`src/common/epu_consts.svh`:
```
`ifndef EPU_CONSTS_SVH
`define EPU_CONSTS_SVH

// Buffer geometry, one 32-bit word per entry
`define EPU_BUF_DEPTH 256
`define EPU_BUF_AW    8

// Region codes, matched against address bits 31 to 24
`define EPU_REG_IN   8'h50
`define EPU_REG_OUT  8'h60
`define EPU_REG_WT   8'h70
`define EPU_REG_BIAS 8'h71
`define EPU_REG_CTRL 8'h80

// Byte offsets inside the control region
`define EPU_CTRL_LEN  10'h000
`define EPU_CTRL_CMD  10'h004
`define EPU_CTRL_STAT 10'h008

// Every response is OKAY
`define AXI_RESP_OKAY 2'b00

`endif

```
`src/common/epu_pkg.sv`:
```
`include "epu_consts.svh"

package epu_pkg;

    // AXI field widths
    typedef logic [31:0] axi_addr_t;
    typedef logic [31:0] axi_data_t;
    typedef logic [3:0]  axi_id_t;
    typedef logic [7:0]  axi_len_t;
    typedef logic [3:0]  axi_strb_t;

    // Word index into a buffer
    typedef logic [`EPU_BUF_AW-1:0] buf_addr_t;

    // Element count, 0 up to a full buffer
    typedef logic [`EPU_BUF_AW:0] run_len_t;

    typedef enum logic [2:0] {
        IDLE    = 3'd0,
        W_DATA  = 3'd1,
        B_RESP  = 3'd2,
        R_FETCH = 3'd3,
        R_DATA  = 3'd4
    } slave_state_t;

endpackage

```
`src/common/buf_port_if.sv`:
```
interface buf_port_if
    import epu_pkg::*;
();

    logic      en;
    logic      we;
    axi_strb_t be;
    buf_addr_t addr;
    axi_data_t wdata;
    axi_data_t rdata;

    // Requester side
    modport master (
        output en, we, be, addr, wdata,
        input  rdata
    );

    // Storage side
    modport slave (
        input  en, we, be, addr, wdata,
        output rdata
    );

endinterface

```
`src/hw/mac_engine.sv`:
```
`include "epu_consts.svh"

module mac_engine
    import epu_pkg::*;
(
    input  logic       clk,
    input  logic       rst,
    input  logic       start_i,
    input  logic       relu_i,
    input  logic       swap_i,
    input  run_len_t   run_len_i,
    output logic       busy_o,
    output logic       done_o,
    buf_port_if.master in_eng,
    buf_port_if.master out_eng,
    buf_port_if.master wt_eng,
    buf_port_if.master bias_eng
);

    logic      busy_q;
    logic      done_q;
    logic      relu_q;
    logic      swap_q;
    logic      wr_pend_q;
    run_len_t  len_q;
    run_len_t  cnt_q;
    buf_addr_t wr_idx_q;
    buf_addr_t rd_idx;
    logic      rd_en;
    axi_data_t src_data;
    axi_data_t sum;
    axi_data_t result;

    // Read stage runs until every element has been fetched
    assign rd_en  = busy_q && (cnt_q != len_q);
    assign rd_idx = cnt_q[`EPU_BUF_AW-1:0];

    always_ff @(posedge clk or posedge rst) begin
        if (rst) begin
            busy_q    <= 1'b0;
            done_q    <= 1'b0;
            relu_q    <= 1'b0;
            swap_q    <= 1'b0;
            wr_pend_q <= 1'b0;
            len_q     <= '0;
            cnt_q     <= '0;
            wr_idx_q  <= '0;
        end else begin
            done_q <= 1'b0;
            if (start_i && !busy_q) begin
                // Options are frozen for the run
                relu_q    <= relu_i;
                swap_q    <= swap_i;
                len_q     <= run_len_i;
                cnt_q     <= '0;
                wr_pend_q <= 1'b0;
                if (run_len_i == '0) begin
                    done_q <= 1'b1;
                end else begin
                    busy_q <= 1'b1;
                end
            end else if (busy_q) begin
                wr_pend_q <= rd_en;
                wr_idx_q  <= rd_idx;
                if (rd_en) begin
                    cnt_q <= cnt_q + 1'b1;
                end
                // Last write done, nothing left to fetch
                if (wr_pend_q && !rd_en) begin
                    busy_q <= 1'b0;
                    done_q <= 1'b1;
                end
            end
        end
    end

    // Low 32 bits of the product are the same signed or unsigned
    assign src_data = swap_q ? out_eng.rdata : in_eng.rdata;
    assign sum      = src_data * wt_eng.rdata + bias_eng.rdata;
    assign result   = (relu_q && sum[31]) ? '0 : sum;

    // Source and destination trade places when swapped
    assign in_eng.en     = swap_q ? wr_pend_q : rd_en;
    assign in_eng.we     = swap_q;
    assign in_eng.be     = '1;
    assign in_eng.addr   = swap_q ? wr_idx_q : rd_idx;
    assign in_eng.wdata  = result;

    assign out_eng.en    = swap_q ? rd_en : wr_pend_q;
    assign out_eng.we    = !swap_q;
    assign out_eng.be    = '1;
    assign out_eng.addr  = swap_q ? rd_idx : wr_idx_q;
    assign out_eng.wdata = result;

    assign wt_eng.en      = rd_en;
    assign wt_eng.we      = 1'b0;
    assign wt_eng.be      = '0;
    assign wt_eng.addr    = rd_idx;
    assign wt_eng.wdata   = '0;

    assign bias_eng.en    = rd_en;
    assign bias_eng.we    = 1'b0;
    assign bias_eng.be    = '0;
    assign bias_eng.addr  = rd_idx;
    assign bias_eng.wdata = '0;

    assign busy_o = busy_q;
    assign done_o = done_q;

endmodule

```
`src/flat_wrapper.sv`:
```
// flat-port wrapper written by rule: the top's interface ports become plain ports
module mac_engine_flat import epu_pkg::*;
  (clk, rst, start_i, relu_i, swap_i, run_len_i, busy_o, done_o, in_eng_en, in_eng_we, in_eng_be, in_eng_addr, in_eng_wdata, in_eng_rdata, out_eng_en, out_eng_we, out_eng_be, out_eng_addr, out_eng_wdata, out_eng_rdata, wt_eng_en, wt_eng_we, wt_eng_be, wt_eng_addr, wt_eng_wdata, wt_eng_rdata, bias_eng_en, bias_eng_we, bias_eng_be, bias_eng_addr, bias_eng_wdata, bias_eng_rdata);
  buf_port_if in_eng_i ();
  buf_port_if out_eng_i ();
  buf_port_if wt_eng_i ();
  buf_port_if bias_eng_i ();
  input  logic clk;
  input  logic rst;
  input  logic start_i;
  input  logic relu_i;
  input  logic swap_i;
  input  run_len_t run_len_i;
  output logic busy_o;
  output logic done_o;
  output wire logic [$bits(in_eng_i.en)-1:0] in_eng_en;
  output wire logic [$bits(in_eng_i.we)-1:0] in_eng_we;
  output wire logic [$bits(in_eng_i.be)-1:0] in_eng_be;
  output wire logic [$bits(in_eng_i.addr)-1:0] in_eng_addr;
  output wire logic [$bits(in_eng_i.wdata)-1:0] in_eng_wdata;
  input wire logic [$bits(in_eng_i.rdata)-1:0] in_eng_rdata;
  output wire logic [$bits(out_eng_i.en)-1:0] out_eng_en;
  output wire logic [$bits(out_eng_i.we)-1:0] out_eng_we;
  output wire logic [$bits(out_eng_i.be)-1:0] out_eng_be;
  output wire logic [$bits(out_eng_i.addr)-1:0] out_eng_addr;
  output wire logic [$bits(out_eng_i.wdata)-1:0] out_eng_wdata;
  input wire logic [$bits(out_eng_i.rdata)-1:0] out_eng_rdata;
  output wire logic [$bits(wt_eng_i.en)-1:0] wt_eng_en;
  output wire logic [$bits(wt_eng_i.we)-1:0] wt_eng_we;
  output wire logic [$bits(wt_eng_i.be)-1:0] wt_eng_be;
  output wire logic [$bits(wt_eng_i.addr)-1:0] wt_eng_addr;
  output wire logic [$bits(wt_eng_i.wdata)-1:0] wt_eng_wdata;
  input wire logic [$bits(wt_eng_i.rdata)-1:0] wt_eng_rdata;
  output wire logic [$bits(bias_eng_i.en)-1:0] bias_eng_en;
  output wire logic [$bits(bias_eng_i.we)-1:0] bias_eng_we;
  output wire logic [$bits(bias_eng_i.be)-1:0] bias_eng_be;
  output wire logic [$bits(bias_eng_i.addr)-1:0] bias_eng_addr;
  output wire logic [$bits(bias_eng_i.wdata)-1:0] bias_eng_wdata;
  input wire logic [$bits(bias_eng_i.rdata)-1:0] bias_eng_rdata;
  assign in_eng_en = in_eng_i.en;
  assign in_eng_we = in_eng_i.we;
  assign in_eng_be = in_eng_i.be;
  assign in_eng_addr = in_eng_i.addr;
  assign in_eng_wdata = in_eng_i.wdata;
  assign in_eng_i.rdata = in_eng_rdata;
  assign out_eng_en = out_eng_i.en;
  assign out_eng_we = out_eng_i.we;
  assign out_eng_be = out_eng_i.be;
  assign out_eng_addr = out_eng_i.addr;
  assign out_eng_wdata = out_eng_i.wdata;
  assign out_eng_i.rdata = out_eng_rdata;
  assign wt_eng_en = wt_eng_i.en;
  assign wt_eng_we = wt_eng_i.we;
  assign wt_eng_be = wt_eng_i.be;
  assign wt_eng_addr = wt_eng_i.addr;
  assign wt_eng_wdata = wt_eng_i.wdata;
  assign wt_eng_i.rdata = wt_eng_rdata;
  assign bias_eng_en = bias_eng_i.en;
  assign bias_eng_we = bias_eng_i.we;
  assign bias_eng_be = bias_eng_i.be;
  assign bias_eng_addr = bias_eng_i.addr;
  assign bias_eng_wdata = bias_eng_i.wdata;
  assign bias_eng_i.rdata = bias_eng_rdata;
  mac_engine u_core (.clk(clk), .rst(rst), .start_i(start_i), .relu_i(relu_i), .swap_i(swap_i), .run_len_i(run_len_i), .busy_o(busy_o), .done_o(done_o), .in_eng(in_eng_i), .out_eng(out_eng_i), .wt_eng(wt_eng_i), .bias_eng(bias_eng_i));
endmodule
```
`config.mk`:
```
export PLATFORM = sky130hd
export DESIGN_NAME = mac_engine_flat
export DESIGN_NICKNAME = d
export VERILOG_FILES = /design/src/common/epu_pkg.sv /design/src/common/buf_port_if.sv /design/src/hw/mac_engine.sv /design/src/flat_wrapper.sv
export VERILOG_INCLUDE_DIRS = /design/src /design/src/common
export SDC_FILE = /design/constraint.sdc
export NUM_CORES = 1
export LEC_CHECK = 0
export ABC_AREA = 1
export BUFFER_PORTS_ARGS = -buffer_cell sky130_fd_sc_hd__buf_2
export CAP_MARGIN = 20
export CORE_MARGIN = 10
export CORE_UTILIZATION = 40
export CTS_CLUSTER_SIZE = 10
export DETAILED_ROUTE_END_ITERATION = 6
export HOLD_SLACK_MARGIN = 0.12
export PLACE_DENSITY = 0.61
export SETUP_SLACK_MARGIN = 0.4
export SLEW_MARGIN = 0
export SYNTH_ARGS = -nofsm -noshare
export SYNTH_HDL_FRONTEND = slang
export SYNTH_SLANG_ARGS = --single-unit
```
`constraint.sdc`:
```
create_clock -name clk -period 13.9 [get_ports clk]
set_input_delay 2.78 -clock clk [delete_from_list [all_inputs] [get_ports clk]]
set_output_delay 2.78 -clock clk [all_outputs]
set_load 0.03 [all_outputs]
```
==> run_summary.xml <==
<?xml version="1.0" encoding="UTF-8"?>
<metrics>
  <group name="critical_path">
    <metric name="setup.worst_path.class" unit="">in -&gt; out</metric>
    <metric name="cp_data_required_time" unit="ns">11.12</metric>
    <metric name="r2r_start" unit="">u_core.busy_o$_DFFE_PP0P_</metric>
    <metric name="cpMaxStageDelayCell" unit="">fa_1</metric>
    <metric name="worst-endpoint-arrival" unit="ns">10.23</metric>
    <metric name="critical_path.max_fanout" unit="">31</metric>
    <metric name="cp-end-kind" unit="">output port</metric>
    <metric name="critical-path-top-cell-by-count" unit="">fa_1</metric>
    <metric name="timing.rr.end" unit="">u_core.cnt_q[7]$_DFFE_PP0P_</metric>
    <metric name="start_kind" unit="">input pin</metric>
    <metric name="r2r_slack" unit="ns">11.43</metric>
    <metric name="r2r_cells" unit="">6</metric>
    <metric name="critPathMaxStageDelay" unit="ns">0.53</metric>
  </group>
  <group name="logic_synthesis">
    <metric name="ys_ff_latch" unit="">31</metric>
    <metric name="largest_family_of_logic_cells_by_synthesized_area" unit="">adder cells</metric>
    <metric name="simple_gate_share_of_the_synthesized_area" unit="">0.188</metric>
    <metric name="synth-edff-count" unit="">0</metric>
    <metric name="synth_sequential_area_ratio" unit="">0.0382</metric>
    <metric name="synth_top_flop_cell" unit="">dfrtp_1</metric>
    <metric name="synthAdderAreaFrac" unit="">0.509</metric>
    <metric name="synthCells" unit="">2687</metric>
    <metric name="yosys.area_share.xor_xnor" unit="">0.0250</metric>
    <metric name="post_synth_num_cell_types" unit="">45</metric>
    <metric name="post_synth_instance_area" unit="mm2">0.0203</metric>
    <metric name="syn_area_per_cell" unit="um2">7.55</metric>
    <metric name="yosys-mux-area-fraction" unit="">0</metric>
    <metric name="synth-compound-area-share" unit="">0.0360</metric>
    <metric name="ys_async_sr_fraction" unit="">1.00</metric>
    <metric name="yosys_warnings" unit="">0</metric>
  </group>
  <group name="sta">
    <metric name="setup_tns" unit="ns">0</metric>
    <metric name="unrepaired_setup_endpoints_after_global_routing" unit="">false</metric>
    <metric name="worst_slew_pin_slew" unit="ns">0.831</metric>
    <metric name="clock.fmax" unit="MHz">76.9</metric>
    <metric name="period_needed" unit="ns">13.01</metric>
    <metric name="min_period_over_period" unit="">0.936</metric>
    <metric name="slew_headroom" unit="">0.446</metric>
    <metric name="hold_viol_final" unit="">0</metric>
    <metric name="final-max-slew-violation-count" unit="">0</metric>
    <metric name="setup-violations-final" unit="">0</metric>
    <metric name="clock-skew-final" unit="ns">0.00327</metric>
  </group>
  <group name="clock_network">
    <metric name="tritoncts_clock_tree" unit="">built</metric>
    <metric name="clkSlewWorstSetupHoldPaths" unit="ns">0.05</metric>
    <metric name="ctsLongestPathBuffers" unit="">2</metric>
    <metric name="worstSkewPairLatency" unit="ns">0.28</metric>
    <metric name="clock_tree.root_cell" unit="">clkbuf_16</metric>
    <metric name="numCtsBuffers" unit="">5</metric>
    <metric name="numClockSinks" unit="">31</metric>
    <metric name="cts_hold_repair.buffers" unit="">0</metric>
    <metric name="htreeDepth" unit="">2</metric>
  </group>
  <group name="min_path">
    <metric name="hold-path-endpoint" unit="">u_core.len_q[2]$_DFFE_PP0P_</metric>
    <metric name="min_from" unit="">u_core.len_q[2]$_DFFE_PP0P_</metric>
    <metric name="timing.hold.worst_path_depth" unit="">2</metric>
    <metric name="min_path_type" unit="">reg -&gt; reg</metric>
  </group>
  <group name="drt">
    <metric name="top_layer_used" unit="">met5</metric>
    <metric name="drtPass1Iterations" unit="">6</metric>
    <metric name="detailroute.wirelength.met2" unit="mm">32.1</metric>
    <metric name="remaining_drc_errors" unit="">0</metric>
    <metric name="post_drt_via_cell_ratio" unit="">4.83</metric>
    <metric name="dr_total_vias" unit="">17100</metric>
    <metric name="drtAntennaViolNets" unit="">0</metric>
    <metric name="routedWlPerCell" unit="um">18.9</metric>
    <metric name="drt-total-wl" unit="mm">66.7</metric>
    <metric name="wirelength_met1" unit="mm">25.7</metric>
    <metric name="wl_met3" unit="mm">6.16</metric>
    <metric name="dr.first_iter.drc_count" unit="">1197</metric>
  </group>
  <group name="place">
    <metric name="finalWeightedCongestion" unit="">0.946</metric>
    <metric name="dp_area" unit="mm2">0.0216</metric>
    <metric name="placement.io_buffers" unit="">245</metric>
    <metric name="dp_hpwl" unit="mm">57.9</metric>
  </group>
  <group name="status">
    <metric name="status" unit="">completed</metric>
  </group>
  <group name="die">
    <metric name="fp-row-count" unit="">82</metric>
    <metric name="die_area" unit="mm2">0.0601</metric>
    <metric name="core" unit="mm2">0.0502</metric>
    <metric name="design.portCount" unit="">328</metric>
    <metric name="start_util" unit="">0.404</metric>
    <metric name="chipHeight" unit="um">245</metric>
    <metric name="fp.dieW" unit="um">245</metric>
  </group>
  <group name="final_layout">
    <metric name="final_cell_mix" unit="">inv_1 (694), nand2_1 (480), fa_1 (438)</metric>
    <metric name="layout.cells.most_common" unit="">inv_1</metric>
    <metric name="filler_cell_count" unit="">5189</metric>
    <metric name="final_nets" unit="">3555</metric>
    <metric name="post_route_cells_drive_above_1_share" unit="">0.134</metric>
    <metric name="areaGrowthSynthToFinish" unit="%">7.44</metric>
    <metric name="layout.cell_area.non_filler" unit="mm2">0.0218</metric>
  </group>
  <group name="grt">
    <metric name="antenna_violations_before_repair" unit="">13</metric>
    <metric name="grt_pass1_wl" unit="mm">104</metric>
    <metric name="gr-total-overflow" unit="">0</metric>
    <metric name="via_count_of_the_first_global_routing_pass" unit="">18600</metric>
    <metric name="grt_util_all_layers" unit="">0.223</metric>
    <metric name="pin_count_of_the_biggest_net_entering_global_routing" unit="">51</metric>
  </group>
  <group name="flow_run">
    <metric name="max_cap_violations" unit="">0</metric>
  </group>
</metrics>
flip-flops by register name, summed over array words and instances (netlist names):
signal / flops
u_core.wr_pend_q: 1
u_core.relu_q: 1
u_core.done_o: 1
u_core.len_q: 9
u_core.wr_idx_q: 8
u_core.busy_o: 1
u_core.in_eng.we: 1
u_core.cnt_q: 9
critical path, delay by kind of cell:
kind                       cells  cell delay, ns
buffers and inverters          9            1.12
AOI/OAI and AO/OA              4            0.76
and+or+nand+nor                7            1.22
adders and majority gates      9            4.33
final cells by class:
| class | count | area [um2] | share of cell area |
|---|---|---|---|
| well taps | 672 | 841 | 0.0386 |
| repair buffers | 284 | 1530 | 0.0702 |
| multi-input cells | 1784 | 15700 | 0.720 |
| flip-flops and latches | 31 | 777 | 0.0356 |
| clock inverters | 3 | 15.0 | 0.000689 |
| diodes | 4 | 10.0 | 0.000459 |
| clock buffers | 5 | 125 | 0.00574 |
| inverters | 744 | 2810 | 0.129 |
Yosys cell counts, drive strengths merged (2+ instances only):
cell type,number,area share
nand3b,2,0.00074
nor4,4,0.0012
clkinv,13,0.0024
o221ai,2,0.00086
xor2,35,0.015
ha,125,0.077
a31oi,3,0.00092
fa,438,0.43
buf,148,0.055
nor3,4,0.00099
nor2,339,0.063
nand3,69,0.017
o211ai,2,0.00074
xnor2,23,0.0099
a21oi,42,0.010
or2,9,0.0028
clkbuf,60,0.011
conb,2,0.00037
nand2,515,0.099
o21ai,75,0.020
dfrtp,31,0.038
nand4,5,0.0015
inv,731,0.14
cell families after synthesis:
| logic type | Yosys count |
|---|---|
| AO/OA/AOI/OAI | 132 |
| other | 2 |
| flip-flops | 31 |
| buffers and inverters | 952 |
| AND/OR/NAND/NOR | 949 |
| adder cells (fa/ha/maj) | 563 |
| XOR/XNOR | 58 |
routing by layer:
layer | track usage | up-vias
li1 | - | 7741
met1 | 0.270 | 8449
met4 | 0.0813 | 14
met2 | 0.380 | 712
met5 | 0 | -
met3 | 0.0544 | 136
repair_timing:
action / CTS / global route
setup endpoints to repair: 0 / 64
setup buffers: 0 / 2
hold endpoints to repair: 0 / 0
resized for setup: 0 / 6
per-stage QoR:
step | worst slack, ns | hold slack, ns | utilization | std cells
2_1_floorplan | 1.39 | 0.461 | - | 2767
3_3_place_gp | 0.619 | 0.474 | 0.431 | 3513
3_5_place_dp | 0.638 | 0.488 | 0.431 | 3513
4_1_cts | 0.633 | 0.502 | 0.434 | 3521
5_1_grt | 0.425 | 0.517 | 0.434 | 3523
6_report | 0.891 | 0.500 | 0.435 | 3527
worst max-delay path by stage:
stage	startpoint	end	slack [ns]	cells past startpoint
after floorplan	wt_eng_rdata[3]	out_eng_wdata[28]	1.39	32
after global placement	in_eng_rdata[17]	out_eng_wdata[0]	0.62	29
after detailed placement	in_eng_rdata[17]	in_eng_wdata[0]	0.64	29
after CTS	in_eng_rdata[17]	in_eng_wdata[0]	0.63	29
after global routing	out_eng_rdata[11]	in_eng_wdata[0]	0.43	31
final	in_eng_rdata[20]	in_eng_wdata[0]	0.89	29
Power is not shown: default switching activity piles up to over one toggle a cycle in this logic, so the estimate is an artifact.
