`config.mk`:
```
export PLATFORM = sky130hd
export DESIGN_NAME = epu_axi_slave_flat
export DESIGN_NICKNAME = d
export VERILOG_FILES = /design/src/common/epu_pkg.sv /design/src/common/buf_port_if.sv /design/src/hw/epu_axi_slave.sv /design/src/flat_wrapper.sv
export VERILOG_INCLUDE_DIRS = /design/src /design/src/common
export SDC_FILE = /design/constraint.sdc
export NUM_CORES = 1
export LEC_CHECK = 0
export ABC_AREA = 0
export BUFFER_PORTS_ARGS = -buffer_cell sky130_fd_sc_hd__buf_2
export CAP_MARGIN = 20
export CORE_AREA = 4 4 200 202
export CTS_BUF_LIST = sky130_fd_sc_hd__clkbuf_8
export DETAILED_ROUTE_END_ITERATION = 10
export DIE_AREA = 0 0 204 206
export GPL_TIMING_DRIVEN = 1
export PLACE_DENSITY = 0.47
export SLEW_MARGIN = 20
export SYNTH_ARGS = -nofsm -noshare
export SYNTH_HDL_FRONTEND = slang
export SYNTH_SLANG_ARGS = --single-unit
```
`constraint.sdc`:
```
create_clock -name clk -period 2.1 [get_ports clk]
set_clock_uncertainty 0.2 [all_clocks]
set_input_delay 0 -clock clk [delete_from_list [all_inputs] [get_ports clk]]
set_output_delay 0 -clock clk [all_outputs]
set_load 0.02 [all_outputs]
```
`src/common/epu_consts.svh`:
```
`ifndef EPU_CONSTS_SVH
`define EPU_CONSTS_SVH

// Buffer geometry, one 32-bit word per entry
`define EPU_BUF_DEPTH 256
`define EPU_BUF_AW    8

// Region codes, matched against address bits 31 to 24
`define EPU_REG_IN   8'h50
`define EPU_REG_OUT  8'h60
`define EPU_REG_WT   8'h70
`define EPU_REG_BIAS 8'h71
`define EPU_REG_CTRL 8'h80

// Byte offsets inside the control region
`define EPU_CTRL_LEN  10'h000
`define EPU_CTRL_CMD  10'h004
`define EPU_CTRL_STAT 10'h008

// Every response is OKAY
`define AXI_RESP_OKAY 2'b00

`endif

```
`src/common/epu_pkg.sv`:
```
`include "epu_consts.svh"

package epu_pkg;

    // AXI field widths
    typedef logic [31:0] axi_addr_t;
    typedef logic [31:0] axi_data_t;
    typedef logic [3:0]  axi_id_t;
    typedef logic [7:0]  axi_len_t;
    typedef logic [3:0]  axi_strb_t;

    // Word index into a buffer
    typedef logic [`EPU_BUF_AW-1:0] buf_addr_t;

    // Element count, 0 up to a full buffer
    typedef logic [`EPU_BUF_AW:0] run_len_t;

    typedef enum logic [2:0] {
        IDLE    = 3'd0,
        W_DATA  = 3'd1,
        B_RESP  = 3'd2,
        R_FETCH = 3'd3,
        R_DATA  = 3'd4
    } slave_state_t;

endpackage

```
`src/common/buf_port_if.sv`:
```
interface buf_port_if
    import epu_pkg::*;
();

    logic      en;
    logic      we;
    axi_strb_t be;
    buf_addr_t addr;
    axi_data_t wdata;
    axi_data_t rdata;

    // Requester side
    modport master (
        output en, we, be, addr, wdata,
        input  rdata
    );

    // Storage side
    modport slave (
        input  en, we, be, addr, wdata,
        output rdata
    );

endinterface

```
`src/hw/epu_axi_slave.sv`:
```
`include "epu_consts.svh"

module epu_axi_slave
    import epu_pkg::*;
(
    input  logic       clk,
    input  logic       rst,
    input  axi_id_t    awid_i,
    input  axi_addr_t  awaddr_i,
    input  axi_len_t   awlen_i,
    input  logic [1:0] awburst_i,
    input  logic       awvalid_i,
    output logic       awready_o,
    input  axi_data_t  wdata_i,
    input  axi_strb_t  wstrb_i,
    input  logic       wlast_i,
    input  logic       wvalid_i,
    output logic       wready_o,
    output axi_id_t    bid_o,
    output logic [1:0] bresp_o,
    output logic       bvalid_o,
    input  logic       bready_i,
    input  axi_id_t    arid_i,
    input  axi_addr_t  araddr_i,
    input  axi_len_t   arlen_i,
    input  logic [1:0] arburst_i,
    input  logic       arvalid_i,
    output logic       arready_o,
    output axi_id_t    rid_o,
    output axi_data_t  rdata_o,
    output logic [1:0] rresp_o,
    output logic       rlast_o,
    output logic       rvalid_o,
    input  logic       rready_i,
    input  logic       busy_i,
    input  logic       done_i,
    output logic       start_o,
    output logic       relu_o,
    output logic       swap_o,
    output run_len_t   run_len_o,
    output logic       epuint_o,
    buf_port_if.master in_bus,
    buf_port_if.master out_bus,
    buf_port_if.master wt_bus,
    buf_port_if.master bias_bus
);

    slave_state_t state_q, state_d;
    axi_id_t      id_q;
    axi_len_t     len_q;
    axi_len_t     beat_q;
    logic [7:0]   region_q;
    buf_addr_t    idx_q;
    logic         aw_hs, w_hs, ar_hs, r_hs;
    logic         access;
    logic [9:0]   ctrl_off;
    axi_data_t    ctrl_rdata, ctrl_rdata_q;
    logic         start_q, relu_q, swap_q, done_flag_q;
    run_len_t     run_len_q;

    // Both burst types run as INCR, so awburst_i and arburst_i are not decoded
    assign awready_o = (state_q == IDLE);
    assign arready_o = (state_q == IDLE) && !awvalid_i;
    assign wready_o  = (state_q == W_DATA);
    assign bvalid_o  = (state_q == B_RESP);
    assign rvalid_o  = (state_q == R_DATA);
    assign rlast_o   = (state_q == R_DATA) && (beat_q == len_q);
    assign bid_o     = id_q;
    assign rid_o     = id_q;
    assign bresp_o   = `AXI_RESP_OKAY;
    assign rresp_o   = `AXI_RESP_OKAY;

    assign aw_hs = awvalid_i && awready_o;
    assign ar_hs = arvalid_i && arready_o;
    assign w_hs  = wvalid_i && wready_o;
    assign r_hs  = rvalid_o && rready_i;

    always_comb begin
        state_d = state_q;
        case (state_q)
            IDLE: begin
                if (aw_hs) begin
                    state_d = W_DATA;
                end else if (ar_hs) begin
                    state_d = R_FETCH;
                end
            end
            W_DATA:  if (w_hs && wlast_i) state_d = B_RESP;
            B_RESP:  if (bready_i) state_d = IDLE;
            R_FETCH: state_d = R_DATA;
            R_DATA:  if (r_hs) state_d = rlast_o ? IDLE : R_FETCH;
            default: state_d = IDLE;
        endcase
    end

    // Burst context captured on the address handshake
    always_ff @(posedge clk or posedge rst) begin
        if (rst) begin
            state_q  <= IDLE;
            id_q     <= '0;
            len_q    <= '0;
            beat_q   <= '0;
            region_q <= '0;
            idx_q    <= '0;
        end else begin
            state_q <= state_d;
            if (aw_hs) begin
                id_q     <= awid_i;
                region_q <= awaddr_i[31:24];
                idx_q    <= awaddr_i[`EPU_BUF_AW+1:2];
            end else if (ar_hs) begin
                id_q     <= arid_i;
                len_q    <= arlen_i;
                beat_q   <= '0;
                region_q <= araddr_i[31:24];
                idx_q    <= araddr_i[`EPU_BUF_AW+1:2];
            end else if (w_hs || r_hs) begin
                // Index wraps at the buffer end
                idx_q  <= idx_q + 1'b1;
                beat_q <= beat_q + 1'b1;
            end
        end
    end

    // One buffer access per write beat or per fetch cycle
    assign access = w_hs || (state_q == R_FETCH);

    assign in_bus.en     = access && (region_q == `EPU_REG_IN);
    assign in_bus.we     = (state_q == W_DATA);
    assign in_bus.be     = wstrb_i;
    assign in_bus.addr   = idx_q;
    assign in_bus.wdata  = wdata_i;

    assign out_bus.en    = access && (region_q == `EPU_REG_OUT);
    assign out_bus.we    = (state_q == W_DATA);
    assign out_bus.be    = wstrb_i;
    assign out_bus.addr  = idx_q;
    assign out_bus.wdata = wdata_i;

    assign wt_bus.en     = access && (region_q == `EPU_REG_WT);
    assign wt_bus.we     = (state_q == W_DATA);
    assign wt_bus.be     = wstrb_i;
    assign wt_bus.addr   = idx_q;
    assign wt_bus.wdata  = wdata_i;

    assign bias_bus.en    = access && (region_q == `EPU_REG_BIAS);
    assign bias_bus.we    = (state_q == W_DATA);
    assign bias_bus.be    = wstrb_i;
    assign bias_bus.addr  = idx_q;
    assign bias_bus.wdata = wdata_i;

    // Control registers, addressed by byte offset
    assign ctrl_off = {idx_q, 2'b00};

    always_comb begin
        case (ctrl_off)
            `EPU_CTRL_LEN:  ctrl_rdata = {{(32 - $bits(run_len_t)){1'b0}}, run_len_q};
            `EPU_CTRL_CMD:  ctrl_rdata = {29'b0, swap_q, relu_q, 1'b0};
            `EPU_CTRL_STAT: ctrl_rdata = {30'b0, done_flag_q, busy_i};
            default:        ctrl_rdata = '0;
        endcase
    end

    always_ff @(posedge clk or posedge rst) begin
        if (rst) begin
            start_q      <= 1'b0;
            relu_q       <= 1'b0;
            swap_q       <= 1'b0;
            run_len_q    <= '0;
            done_flag_q  <= 1'b0;
            ctrl_rdata_q <= '0;
        end else begin
            start_q <= 1'b0;
            if (w_hs && region_q == `EPU_REG_CTRL) begin
                if (ctrl_off == `EPU_CTRL_LEN) begin
                    run_len_q <= wdata_i[`EPU_BUF_AW:0];
                end else if (ctrl_off == `EPU_CTRL_CMD && wdata_i[0]) begin
                    start_q <= 1'b1;
                    relu_q  <= wdata_i[1];
                    swap_q  <= wdata_i[2];
                end
            end
            // Held for the whole beat so rdata stays stable under back-pressure
            if (state_q == R_FETCH) begin
                ctrl_rdata_q <= ctrl_rdata;
            end
            if (start_q) begin
                done_flag_q <= 1'b0;
            end else if (done_i) begin
                done_flag_q <= 1'b1;
            end
        end
    end

    always_comb begin
        case (region_q)
            `EPU_REG_IN:   rdata_o = in_bus.rdata;
            `EPU_REG_OUT:  rdata_o = out_bus.rdata;
            `EPU_REG_WT:   rdata_o = wt_bus.rdata;
            `EPU_REG_BIAS: rdata_o = bias_bus.rdata;
            `EPU_REG_CTRL: rdata_o = ctrl_rdata_q;
            default:       rdata_o = '0;
        endcase
    end

    assign start_o   = start_q;
    assign relu_o    = relu_q;
    assign swap_o    = swap_q;
    assign run_len_o = run_len_q;
    assign epuint_o  = done_flag_q;

endmodule

```
`src/flat_wrapper.sv`:
```
// flat-port wrapper written by rule: the top's interface ports become plain ports
module epu_axi_slave_flat import epu_pkg::*;
  (clk, rst, awid_i, awaddr_i, awlen_i, awburst_i, awvalid_i, awready_o, wdata_i, wstrb_i, wlast_i, wvalid_i, wready_o, bid_o, bresp_o, bvalid_o, bready_i, arid_i, araddr_i, arlen_i, arburst_i, arvalid_i, arready_o, rid_o, rdata_o, rresp_o, rlast_o, rvalid_o, rready_i, busy_i, done_i, start_o, relu_o, swap_o, run_len_o, epuint_o, in_bus_en, in_bus_we, in_bus_be, in_bus_addr, in_bus_wdata, in_bus_rdata, out_bus_en, out_bus_we, out_bus_be, out_bus_addr, out_bus_wdata, out_bus_rdata, wt_bus_en, wt_bus_we, wt_bus_be, wt_bus_addr, wt_bus_wdata, wt_bus_rdata, bias_bus_en, bias_bus_we, bias_bus_be, bias_bus_addr, bias_bus_wdata, bias_bus_rdata);
  buf_port_if in_bus_i ();
  buf_port_if out_bus_i ();
  buf_port_if wt_bus_i ();
  buf_port_if bias_bus_i ();
  input  logic clk;
  input  logic rst;
  input  axi_id_t awid_i;
  input  axi_addr_t awaddr_i;
  input  axi_len_t awlen_i;
  input  logic [1:0] awburst_i;
  input  logic awvalid_i;
  output logic awready_o;
  input  axi_data_t wdata_i;
  input  axi_strb_t wstrb_i;
  input  logic wlast_i;
  input  logic wvalid_i;
  output logic wready_o;
  output axi_id_t bid_o;
  output logic [1:0] bresp_o;
  output logic bvalid_o;
  input  logic bready_i;
  input  axi_id_t arid_i;
  input  axi_addr_t araddr_i;
  input  axi_len_t arlen_i;
  input  logic [1:0] arburst_i;
  input  logic arvalid_i;
  output logic arready_o;
  output axi_id_t rid_o;
  output axi_data_t rdata_o;
  output logic [1:0] rresp_o;
  output logic rlast_o;
  output logic rvalid_o;
  input  logic rready_i;
  input  logic busy_i;
  input  logic done_i;
  output logic start_o;
  output logic relu_o;
  output logic swap_o;
  output run_len_t run_len_o;
  output logic epuint_o;
  output wire logic [$bits(in_bus_i.en)-1:0] in_bus_en;
  output wire logic [$bits(in_bus_i.we)-1:0] in_bus_we;
  output wire logic [$bits(in_bus_i.be)-1:0] in_bus_be;
  output wire logic [$bits(in_bus_i.addr)-1:0] in_bus_addr;
  output wire logic [$bits(in_bus_i.wdata)-1:0] in_bus_wdata;
  input wire logic [$bits(in_bus_i.rdata)-1:0] in_bus_rdata;
  output wire logic [$bits(out_bus_i.en)-1:0] out_bus_en;
  output wire logic [$bits(out_bus_i.we)-1:0] out_bus_we;
  output wire logic [$bits(out_bus_i.be)-1:0] out_bus_be;
  output wire logic [$bits(out_bus_i.addr)-1:0] out_bus_addr;
  output wire logic [$bits(out_bus_i.wdata)-1:0] out_bus_wdata;
  input wire logic [$bits(out_bus_i.rdata)-1:0] out_bus_rdata;
  output wire logic [$bits(wt_bus_i.en)-1:0] wt_bus_en;
  output wire logic [$bits(wt_bus_i.we)-1:0] wt_bus_we;
  output wire logic [$bits(wt_bus_i.be)-1:0] wt_bus_be;
  output wire logic [$bits(wt_bus_i.addr)-1:0] wt_bus_addr;
  output wire logic [$bits(wt_bus_i.wdata)-1:0] wt_bus_wdata;
  input wire logic [$bits(wt_bus_i.rdata)-1:0] wt_bus_rdata;
  output wire logic [$bits(bias_bus_i.en)-1:0] bias_bus_en;
  output wire logic [$bits(bias_bus_i.we)-1:0] bias_bus_we;
  output wire logic [$bits(bias_bus_i.be)-1:0] bias_bus_be;
  output wire logic [$bits(bias_bus_i.addr)-1:0] bias_bus_addr;
  output wire logic [$bits(bias_bus_i.wdata)-1:0] bias_bus_wdata;
  input wire logic [$bits(bias_bus_i.rdata)-1:0] bias_bus_rdata;
  assign in_bus_en = in_bus_i.en;
  assign in_bus_we = in_bus_i.we;
  assign in_bus_be = in_bus_i.be;
  assign in_bus_addr = in_bus_i.addr;
  assign in_bus_wdata = in_bus_i.wdata;
  assign in_bus_i.rdata = in_bus_rdata;
  assign out_bus_en = out_bus_i.en;
  assign out_bus_we = out_bus_i.we;
  assign out_bus_be = out_bus_i.be;
  assign out_bus_addr = out_bus_i.addr;
  assign out_bus_wdata = out_bus_i.wdata;
  assign out_bus_i.rdata = out_bus_rdata;
  assign wt_bus_en = wt_bus_i.en;
  assign wt_bus_we = wt_bus_i.we;
  assign wt_bus_be = wt_bus_i.be;
  assign wt_bus_addr = wt_bus_i.addr;
  assign wt_bus_wdata = wt_bus_i.wdata;
  assign wt_bus_i.rdata = wt_bus_rdata;
  assign bias_bus_en = bias_bus_i.en;
  assign bias_bus_we = bias_bus_i.we;
  assign bias_bus_be = bias_bus_i.be;
  assign bias_bus_addr = bias_bus_i.addr;
  assign bias_bus_wdata = bias_bus_i.wdata;
  assign bias_bus_i.rdata = bias_bus_rdata;
  epu_axi_slave u_core (.clk(clk), .rst(rst), .awid_i(awid_i), .awaddr_i(awaddr_i), .awlen_i(awlen_i), .awburst_i(awburst_i), .awvalid_i(awvalid_i), .awready_o(awready_o), .wdata_i(wdata_i), .wstrb_i(wstrb_i), .wlast_i(wlast_i), .wvalid_i(wvalid_i), .wready_o(wready_o), .bid_o(bid_o), .bresp_o(bresp_o), .bvalid_o(bvalid_o), .bready_i(bready_i), .arid_i(arid_i), .araddr_i(araddr_i), .arlen_i(arlen_i), .arburst_i(arburst_i), .arvalid_i(arvalid_i), .arready_o(arready_o), .rid_o(rid_o), .rdata_o(rdata_o), .rresp_o(rresp_o), .rlast_o(rlast_o), .rvalid_o(rvalid_o), .rready_i(rready_i), .busy_i(busy_i), .done_i(done_i), .start_o(start_o), .relu_o(relu_o), .swap_o(swap_o), .run_len_o(run_len_o), .epuint_o(epuint_o), .in_bus(in_bus_i), .out_bus(out_bus_i), .wt_bus(wt_bus_i), .bias_bus(bias_bus_i));
endmodule
```
==> results by stage, run 1 <==
Outcome:
- The run finished, with violations left.
- The final reports fail on setup timing.

Timing:
- The hold slack is 37.5 ps.
- Summed over all failing endpoints, the final setup total negative slack is -7540 ps.
- Derived from the worst setup path, the maximum achievable clock frequency is 422 MHz.
- Setup violations remaining at the end of the flow were counted as 47.
- Subtracting the final worst setup slack from the clock period gives 2370 ps.
- The final-report hold violation count is 0.
- After layout, the worst path uses 113% of the clock period.
- The number of slew-limit violations in the final report is 0.
- Setup repair after global routing could not meet its margin everywhere.
- The post-layout worst setup margin is -270 ps.
- At the pin with the least slew margin, the transition time is 1110 ps.
- The headroom to the max-slew limit is 25.8%.

GRT:
- Summed over all layers, the global routing overflow is 0.
- The via count of the first global-routing pass was 5939.
- The global routing usage summed across all routing layers is 13.3%.
- The initial antenna violation count is 9.
- The wire length of the first global-routing pass is 40500 um.
- Entering global routing, the biggest net connects 27 pins.

Power:
- The switching share of total power is 48.1%.
- The sequential group share of total power is 21.0%.
- The clock network burns 14.0% of the power.
- The cell-internal power is 4.56 mW.
- The leakage power total is 4.21 nW.
- Total power for the finished layout comes to 8.78 mW.
- Dividing total power by cell area gives a power density of 992 nW/um^2.
- The net load switching power is 4.23 mW.
- Combinational cells account for 65.0% of the total power.
- The worst ir drop on vdd is 0.648 mV.

Floorplanning:
- The area of the placeable core is 38300 um^2.
- In this run the vertical extent of the chip is 206 um.
- The die footprint is 42000 um^2.
- The width of the die is 204 um.
- The floorplan has 72 rows.
- The number of primary I/O pins is 513.
- The initial utilization of the core area, before any placement, comes to 14.2%.

Synthesis:
- For this run, asynchronously set or reset flops after synthesis account for 100%.
- Counting flops with a built-in enable in the synthesized netlist gives 0.
- In the synthesized netlist, the number of instances is 626.
- The post-synthesis cell type count is 51.
- The most used flip-flop cell after synthesis is dfrtp_1.
- For this run, the number of Yosys warnings is 0.
- Sequential elements use 28.1% of the synthesized area.
- The mean area per synthesized cell is 8.69 um^2.
- After synthesis the cells add up to 5440 um^2.
- After synthesis the netlist holds a flip-flop and latch count of 61.

Setup path:
- The class of the most critical setup path is flop to output pin.
- The launching point of the worst reg2reg path is u_core.region_q[3].
- The critical path goes through buf_6 -> buf_6 -> or4_4 -> buf_12 -> buf_16 -> nor3b_2 -> buf_4.
- The required time of the worst setup path is 1900 ps.
- In this run the critical register-to-register path is captured at u_core.swap_o.
- The highest net fanout along the worst path is 6.
- The end point of the critical path is bias_bus_en.
- The number of logic stages on the critical path including buffering is 7.
- The worst setup path is captured at an output pin.
- For flop-to-flop paths, the worst setup slack is -100 ps.
- The sort of element at the start of the critical path is a flop.
- The cell with the most instances on the worst path is buf_6.
- The arrival time of data at the critical path endpoint is 2170 ps.
- The worst-case reg-to-reg path depth is 6.
- The worst stage delay on the critical path is 530 ps.
- The buffer and inverter count on the worst path is 5.
- On the critical path, the stage with the largest delay is an instance of or4_4.
- The family with the most delay on the worst path is buffers and inverters.
- In this run the worst setup path begins at u_core.region_q[1].

Final layout:
- The final layout contains 1207 nets.
- The share of the core filled with cells is 23.1%.
- Of the cells placed in the final design, the portion with a size suffix greater than 1 is 56.3%.
- The area of all placed cells without fillers is 8860 um^2.
- The layout overhead on the synthesized area is 62.8%.

Clocking:
- The clock transition at the registers of the reported paths is 80 ps.
- The clock tree synthesis step divided the H-tree into 3 levels.
- The CTS buffer count is 9.
- CTS placed an instance of clkbuf_8 at the clock tree root.
- No sink is reached through more buffers than the 2 on the longest clock path.
- The CTS sink count is 61.
- TritonCTS built the clock tree.
- The clock latency of the later-clocked register in the worst-skew pair is 370 ps.

Run:
- The tool flagged a number of max-cap violations equal to 0.

Route:
- After detailed routing, the average wire length per cell comes to 20.5 um.
- Across all layers, the routed design uses 5812 vias.
- The routed design has 30000 um of wire.
- The residual antenna-violating net count after detailed routing is 0.
- The DRC violation count after routing is 0.
- For this run, the detailed router's first-pass iteration total came to 5.
- For this block, the initial DRC count from the detailed router was 325.
- The post-detailed-route via-to-cell ratio is 3.98.

Placed design:
- The number of port buffers is 329.
- Summing all placed instances gives a cell area of 6860 um^2.
- The total half-perimeter wirelength after legalization and detailed placement is 23400 um.
- Routability-driven placement finished with a final weighted congestion of 0.892.

Min path:
- The classification of the worst-slack hold path is input pin to flop.
## synthesized netlist by cell type (4+ instances only)
library cell / number / share of area [%]
a21oi_1: 7 / 0.64
a22o_1: 7 / 1.1
a22oi_1: 47 / 6.5
and3_1: 4 / 0.46
buf_4: 181 / 25
clkbuf_1: 26 / 1.8
dfrtp_1: 61 / 28
ha_1: 5 / 1.2
inv_1: 7 / 0.48
mux2_2: 21 / 4.3
mux2i_1: 35 / 6.4
nand2_1: 41 / 2.8
nand2b_1: 8 / 0.92
nand3_1: 7 / 0.64
nand4_1: 4 / 0.46
nor2_1: 32 / 2.2
nor2b_1: 8 / 0.92
o21ai_0: 44 / 4.0
o221ai_1: 9 / 1.4
xnor2_1: 5 / 0.81
xor2_1: 15 / 2.4
## power groups by stage
stage,Sequential (mW),Clock [mW],Combinational [mW]
2_1_floorplan,2.01,0,3.33
3_3_place_gp,1.85,0,4.91
3_5_place_dp,1.85,0,4.92
4_1_cts,1.83,1.28,5.50
5_1_grt,1.89,1.33,6.19
6_report,1.84,1.23,5.71
## worst min-delay path by stage
stage | cells past startpoint | to | start | slack [ps]
2_1_floorplan | 1 | u_core.state_q[2] | rready_i | -90
3_3_place_gp | 0 | wt_bus_wdata[20] | wdata_i[20] | -200
3_5_place_dp | 0 | wt_bus_wdata[20] | wdata_i[20] | -200
4_1_cts | 5 | u_core.state_q[1] | arvalid_i | 20
5_1_grt | 5 | u_core.state_q[1] | arvalid_i | 80
6_report | 5 | u_core.state_q[1] | arvalid_i | 40
## worst reg2reg max path, stage by stage (launching register included)
cell and delay, ps:
dfrtp_1 400, or4_4 560, nor4_4 150, buf_6 160, buf_6 130, and3_4 200
mux2_4 290
## layout by cell type, fill, tap and decap left out, types with 4 or more instances in the layout
cell,netlist,final
a21oi_1,7,7
a22o_1,7,7
a22oi_1,47,28
a22oi_2,0,19
buf_12,0,7
buf_2,3,293
buf_4,181,77
buf_6,1,31
clkbuf_8,0,9
conb_1,1,4
dfrtp_1,61,58
dlygate4sd3_1,0,97
ha_1,5,5
inv_1,7,6
mux2_2,21,19
mux2i_1,35,35
nand2_1,41,31
nand2_2,0,5
nand2_4,0,5
nand2b_1,8,8
nand3_1,7,6
nand4_1,4,4
nor2_1,32,31
nor2b_1,8,5
o21ai_0,44,21
o21ai_1,0,6
o21ai_2,0,9
o21ai_4,0,8
o221ai_2,0,9
xnor2_1,5,5
xor2_1,15,15
## per-stage QoR
| stage | setup slack, ps | std cells |
|---|---|---|
| final | -270 | 1460 |
| after CTS | -383 | 1458 |
| after global placement | -120 | 1331 |
| after detailed placement | -155 | 1331 |
| after floorplan | -5.14 | 629 |
| after global routing | -388 | 1459 |
## routing by layer
| layer | wire [um] | share of wire (%) | track usage [%] |
|---|---|---|---|
| met5 | 21 | 0.070 | 0 |
| met4 | 843 | 2.8 | 3.83 |
| met3 | 2130 | 7.1 | 3.12 |
| met2 | 16100 | 54 | 25.2 |
| met1 | 10900 | 36 | 14.7 |
## state kept, by name (all words and copies together), names as in the netlist
register              count
u_core.ctrl_rdata_q       9
u_core.region_q           8
u_core.epuint_o           1
u_core.run_len_o          9
u_core.relu_o             1
u_core.swap_o             1
u_core.bid_o              4
u_core.len_q              8
u_core.bias_bus.addr      8
u_core.start_o            1
u_core.state_q            3
u_core.beat_q             8
## area by class of cell
class | instances | area, um^2
inverters | 8 | 32.5
multi-input cells | 348 | 2850
diodes | 1 | 2.50
clock inverters | 7 | 97.6
clock buffers | 9 | 124
well taps | 518 | 648
fillers | 4181 | 29400
repair buffers | 508 | 3570
flip-flops and latches | 61 | 1530
## cell families after synthesis
group                      synth area share (%)
and+or+nand+nor                            12.2
AOI/OAI and AO/OA                          16.6
DFF                                        28.1
other                                    0.0689
adders and majority gates                  1.15
muxes                                      10.8
buffers and inverters                      28.0
xor gates and xnor gates                   3.22
## what timing repair did
item / CTS / global route
gates cloned: 4 / 0
setup buffers: 11 / 8
gates resized for setup: 90 / 92
endpoints found under the hold margin: 214 / 0
hold buffers: 97 / 0
pin swaps: 13 / 32
endpoints found under the setup margin: 49 / 69
Power figures use the tool's default switching activity.
==> run 2, diff against run 1 <==
--- a/config.mk
+++ b/config.mk
@@ -13,7 +13,7 @@
 export CTS_BUF_LIST = sky130_fd_sc_hd__clkbuf_8
 export DETAILED_ROUTE_END_ITERATION = 10
 export DIE_AREA = 0 0 204 206
-export GPL_TIMING_DRIVEN = 1
+export GPL_TIMING_DRIVEN = 0
 export PLACE_DENSITY = 0.47
 export SLEW_MARGIN = 20
 export SYNTH_ARGS = -nofsm -noshare
==> results by stage, run 2 (synthesized netlist as in run 1, its figures left out) <==
Outcome:
- The flow ran to the end, but the final reports show violations.
- The checks that failed: setup timing.

Route:
- The number of optimization iterations in the first detailed-route pass is 4.
- The number of vias in the routed layout is 6655.
- The DRC violation count after routing is 0.
- The residual antenna-violating net count after detailed routing is 0.
- The post-detailed-route via-to-cell ratio is 3.88.
- After the first detailed-routing iteration, the DRC count stood at 302.
- Dividing the detail-routed wire length by the instance count gives 18.8 um.
- The final layout contains routed wiring with a total length of 32200 um.

GRT:
- The initial antenna violation count is 8.
- After global routing the overflow that remains totals 0.
- The via count of the first global-routing pass is 6503.
- Global routing used 13.8% of the available tracks.
- The wire length of the first global-routing pass is 43100 um.
- The largest net degree at the start of global routing is 34.

Floorplanning:
- The die covers 42000 um^2.
- Once the floorplan was initialized, standard cells occupied 14.2% of the core.
- The die is 204 um wide.
- The core region is 38300 um^2.
- After floorplanning, the core was divided into 72 placement rows.
- From bottom edge to top edge, the die measures 206 um.
- The number of primary I/O pins is 513.

Timing:
- Setup repair after global routing could not meet its margin everywhere.
- Setup violations remaining at the end of the flow were counted as 48.
- The post-layout worst setup margin is -256 ps.
- The number of slew-limit violations in the final report is 0.
- The final-report hold violation count came to 0.
- The time the final worst path needs with I/O delays and setup is 2360 ps.
- The final-layout setup total negative slack is -8210 ps.
- The worst pin sits at a relative slew slack of 59.6%.
- Based on the critical path, the design can be clocked at up to 424 MHz.
- The measured slew at the worst slew-check pin is 606 ps.
- Dividing the final minimum period by the clock period gives 112%.

Setup path:
- The required time of the worst setup path is 1900 ps.
- The setup path with the least slack is of type flop to output pin.
- The worst setup path is launched from a flop.
- The arrival time of data at the critical path endpoint is 2160 ps.
- The worst setup path is captured at an output pin.
- The highest net fanout along the worst path is 7.

Run:
- The count of max-cap constraint violations is 0.

Final layout:
- In the layout the commonest cells are 403 x buf_2, 218 x buf_4, 65 x dlygate4sd3_1.
- The final standard cell count with taps included and fillers excluded is 1716.
- The most common cell after layout, fill and taps aside is buf_2.
- Cells with a size suffix above 1 make up 70.1% of the layout.
- In the final design database the tool counted 1461 nets.
- The layout overhead on the synthesized area is 97.8%.

Power:
- The leakage power total is 5.46 nW.
- Power spread over the standard cell area amounts to 907 nW/um^2.
- The worst ir drop on vdd is 0.743 mV.

Clocking:
- The tree is rooted in a clkbuf_8.
- The CTS sink count is 61.
- Clock-pin slew was measured on the worst setup and hold paths at 80 ps.
- The CTS buffer count is 9.
- CTS built an H-tree with a depth of 3.
- The largest buffer count on any clock path is 2.
- The CTS tree is built.
- The clock latency of the later-clocked register in the worst-skew pair is 360 ps.

Placed design:
- Prior to clock tree synthesis, the placed netlist has a worst setup slack of -1070 ps.
- The routability-driven placement congestion ratio is 0.779.
- The total half-perimeter wirelength after legalization and detailed placement is 25500 um.
- Including well taps, the total number of placed cells is 1584.
- The count of buffers added on input and output ports is 436.

Min path:
- The classification of the worst-slack hold path is input pin to output pin.
run 2: worst max-delay path: stages, from the launching register on:
cell and delay [ps]:
dfrtp_2 420, buf_6 130, or4_4 680, clkbuf_16 230
nor3b_2 150, buf_4 170
run 2: layout make-up:
type / instances / area (um^2)
fillers: 4090 / 27500
repair buffers: 554 / 3620
multi-input cells: 348 / 3020
plain buffers: 208 / 1670
flip-flops and latches: 61 / 1540
well taps: 518 / 648
clock buffers: 9 / 124
clock inverters: 7 / 82.6
inverters: 8 / 45.0
diodes: 3 / 7.51
run 2: power by group:
group	internal (mW)	total (mW)	switching [mW]
clock	0.654	1.18	0.522
sequential	1.53	1.96	0.426
combinational	3.09	6.63	3.54
total	5.28	9.76	4.48
run 2: through the flow:
| step | utilization, % | hold slack, ps | power (mW) | area (um^2) |
|---|---|---|---|---|
| floorplan | - | -91.7 | 5.34 | 5490 |
| global placement | 21.7 | 18.5 | 7.11 | 8320 |
| detailed placement | 21.8 | -173 | 7.16 | 8350 |
| CTS | 26.7 | 5.99 | 9.44 | 10200 |
| global route | 28.1 | 21.1 | 10.4 | 10800 |
| finish | 28.1 | 18.6 | 9.76 | 10800 |
run 2: metal layers:
metal	GRT usage (%)	part of all wire, %	routed length, um
met1	15.4	37	11900
met2	26.6	54	17400
met3	3.08	6.4	2060
met4	3.42	2.6	825
met5	0	0.022	7
run 2: final timing paths:
check                                   start                 end  slack, ps  cells after the start
setup reg to reg           u_core.region_q[3]       u_core.relu_o       -170                      6
max in group asynchronous                 rst  u_core.region_q[2]        580                      5
hold reg to reg                u_core.start_o     u_core.epuint_o        300                      1
hold / removal                    wdata_i[11]  bias_bus_wdata[11]         20                      2
setup / recovery           u_core.region_q[1]         bias_bus_en       -260                      5
min in group asynchronous                 rst   u_core.state_q[0]        560                      4
run 2: timing repair:
| item | 4_1_cts | 5_1_grt |
|---|---|---|
| pin swaps | 28 | 31 |
| buffers inserted | 26 | 18 |
| hold buffers | 65 | 0 |
| hold endpoints to repair | 107 | 0 |
| setup endpoints to repair | 95 | 93 |
| gates resized for setup | 209 | 93 |
| gates cloned | 6 | 3 |
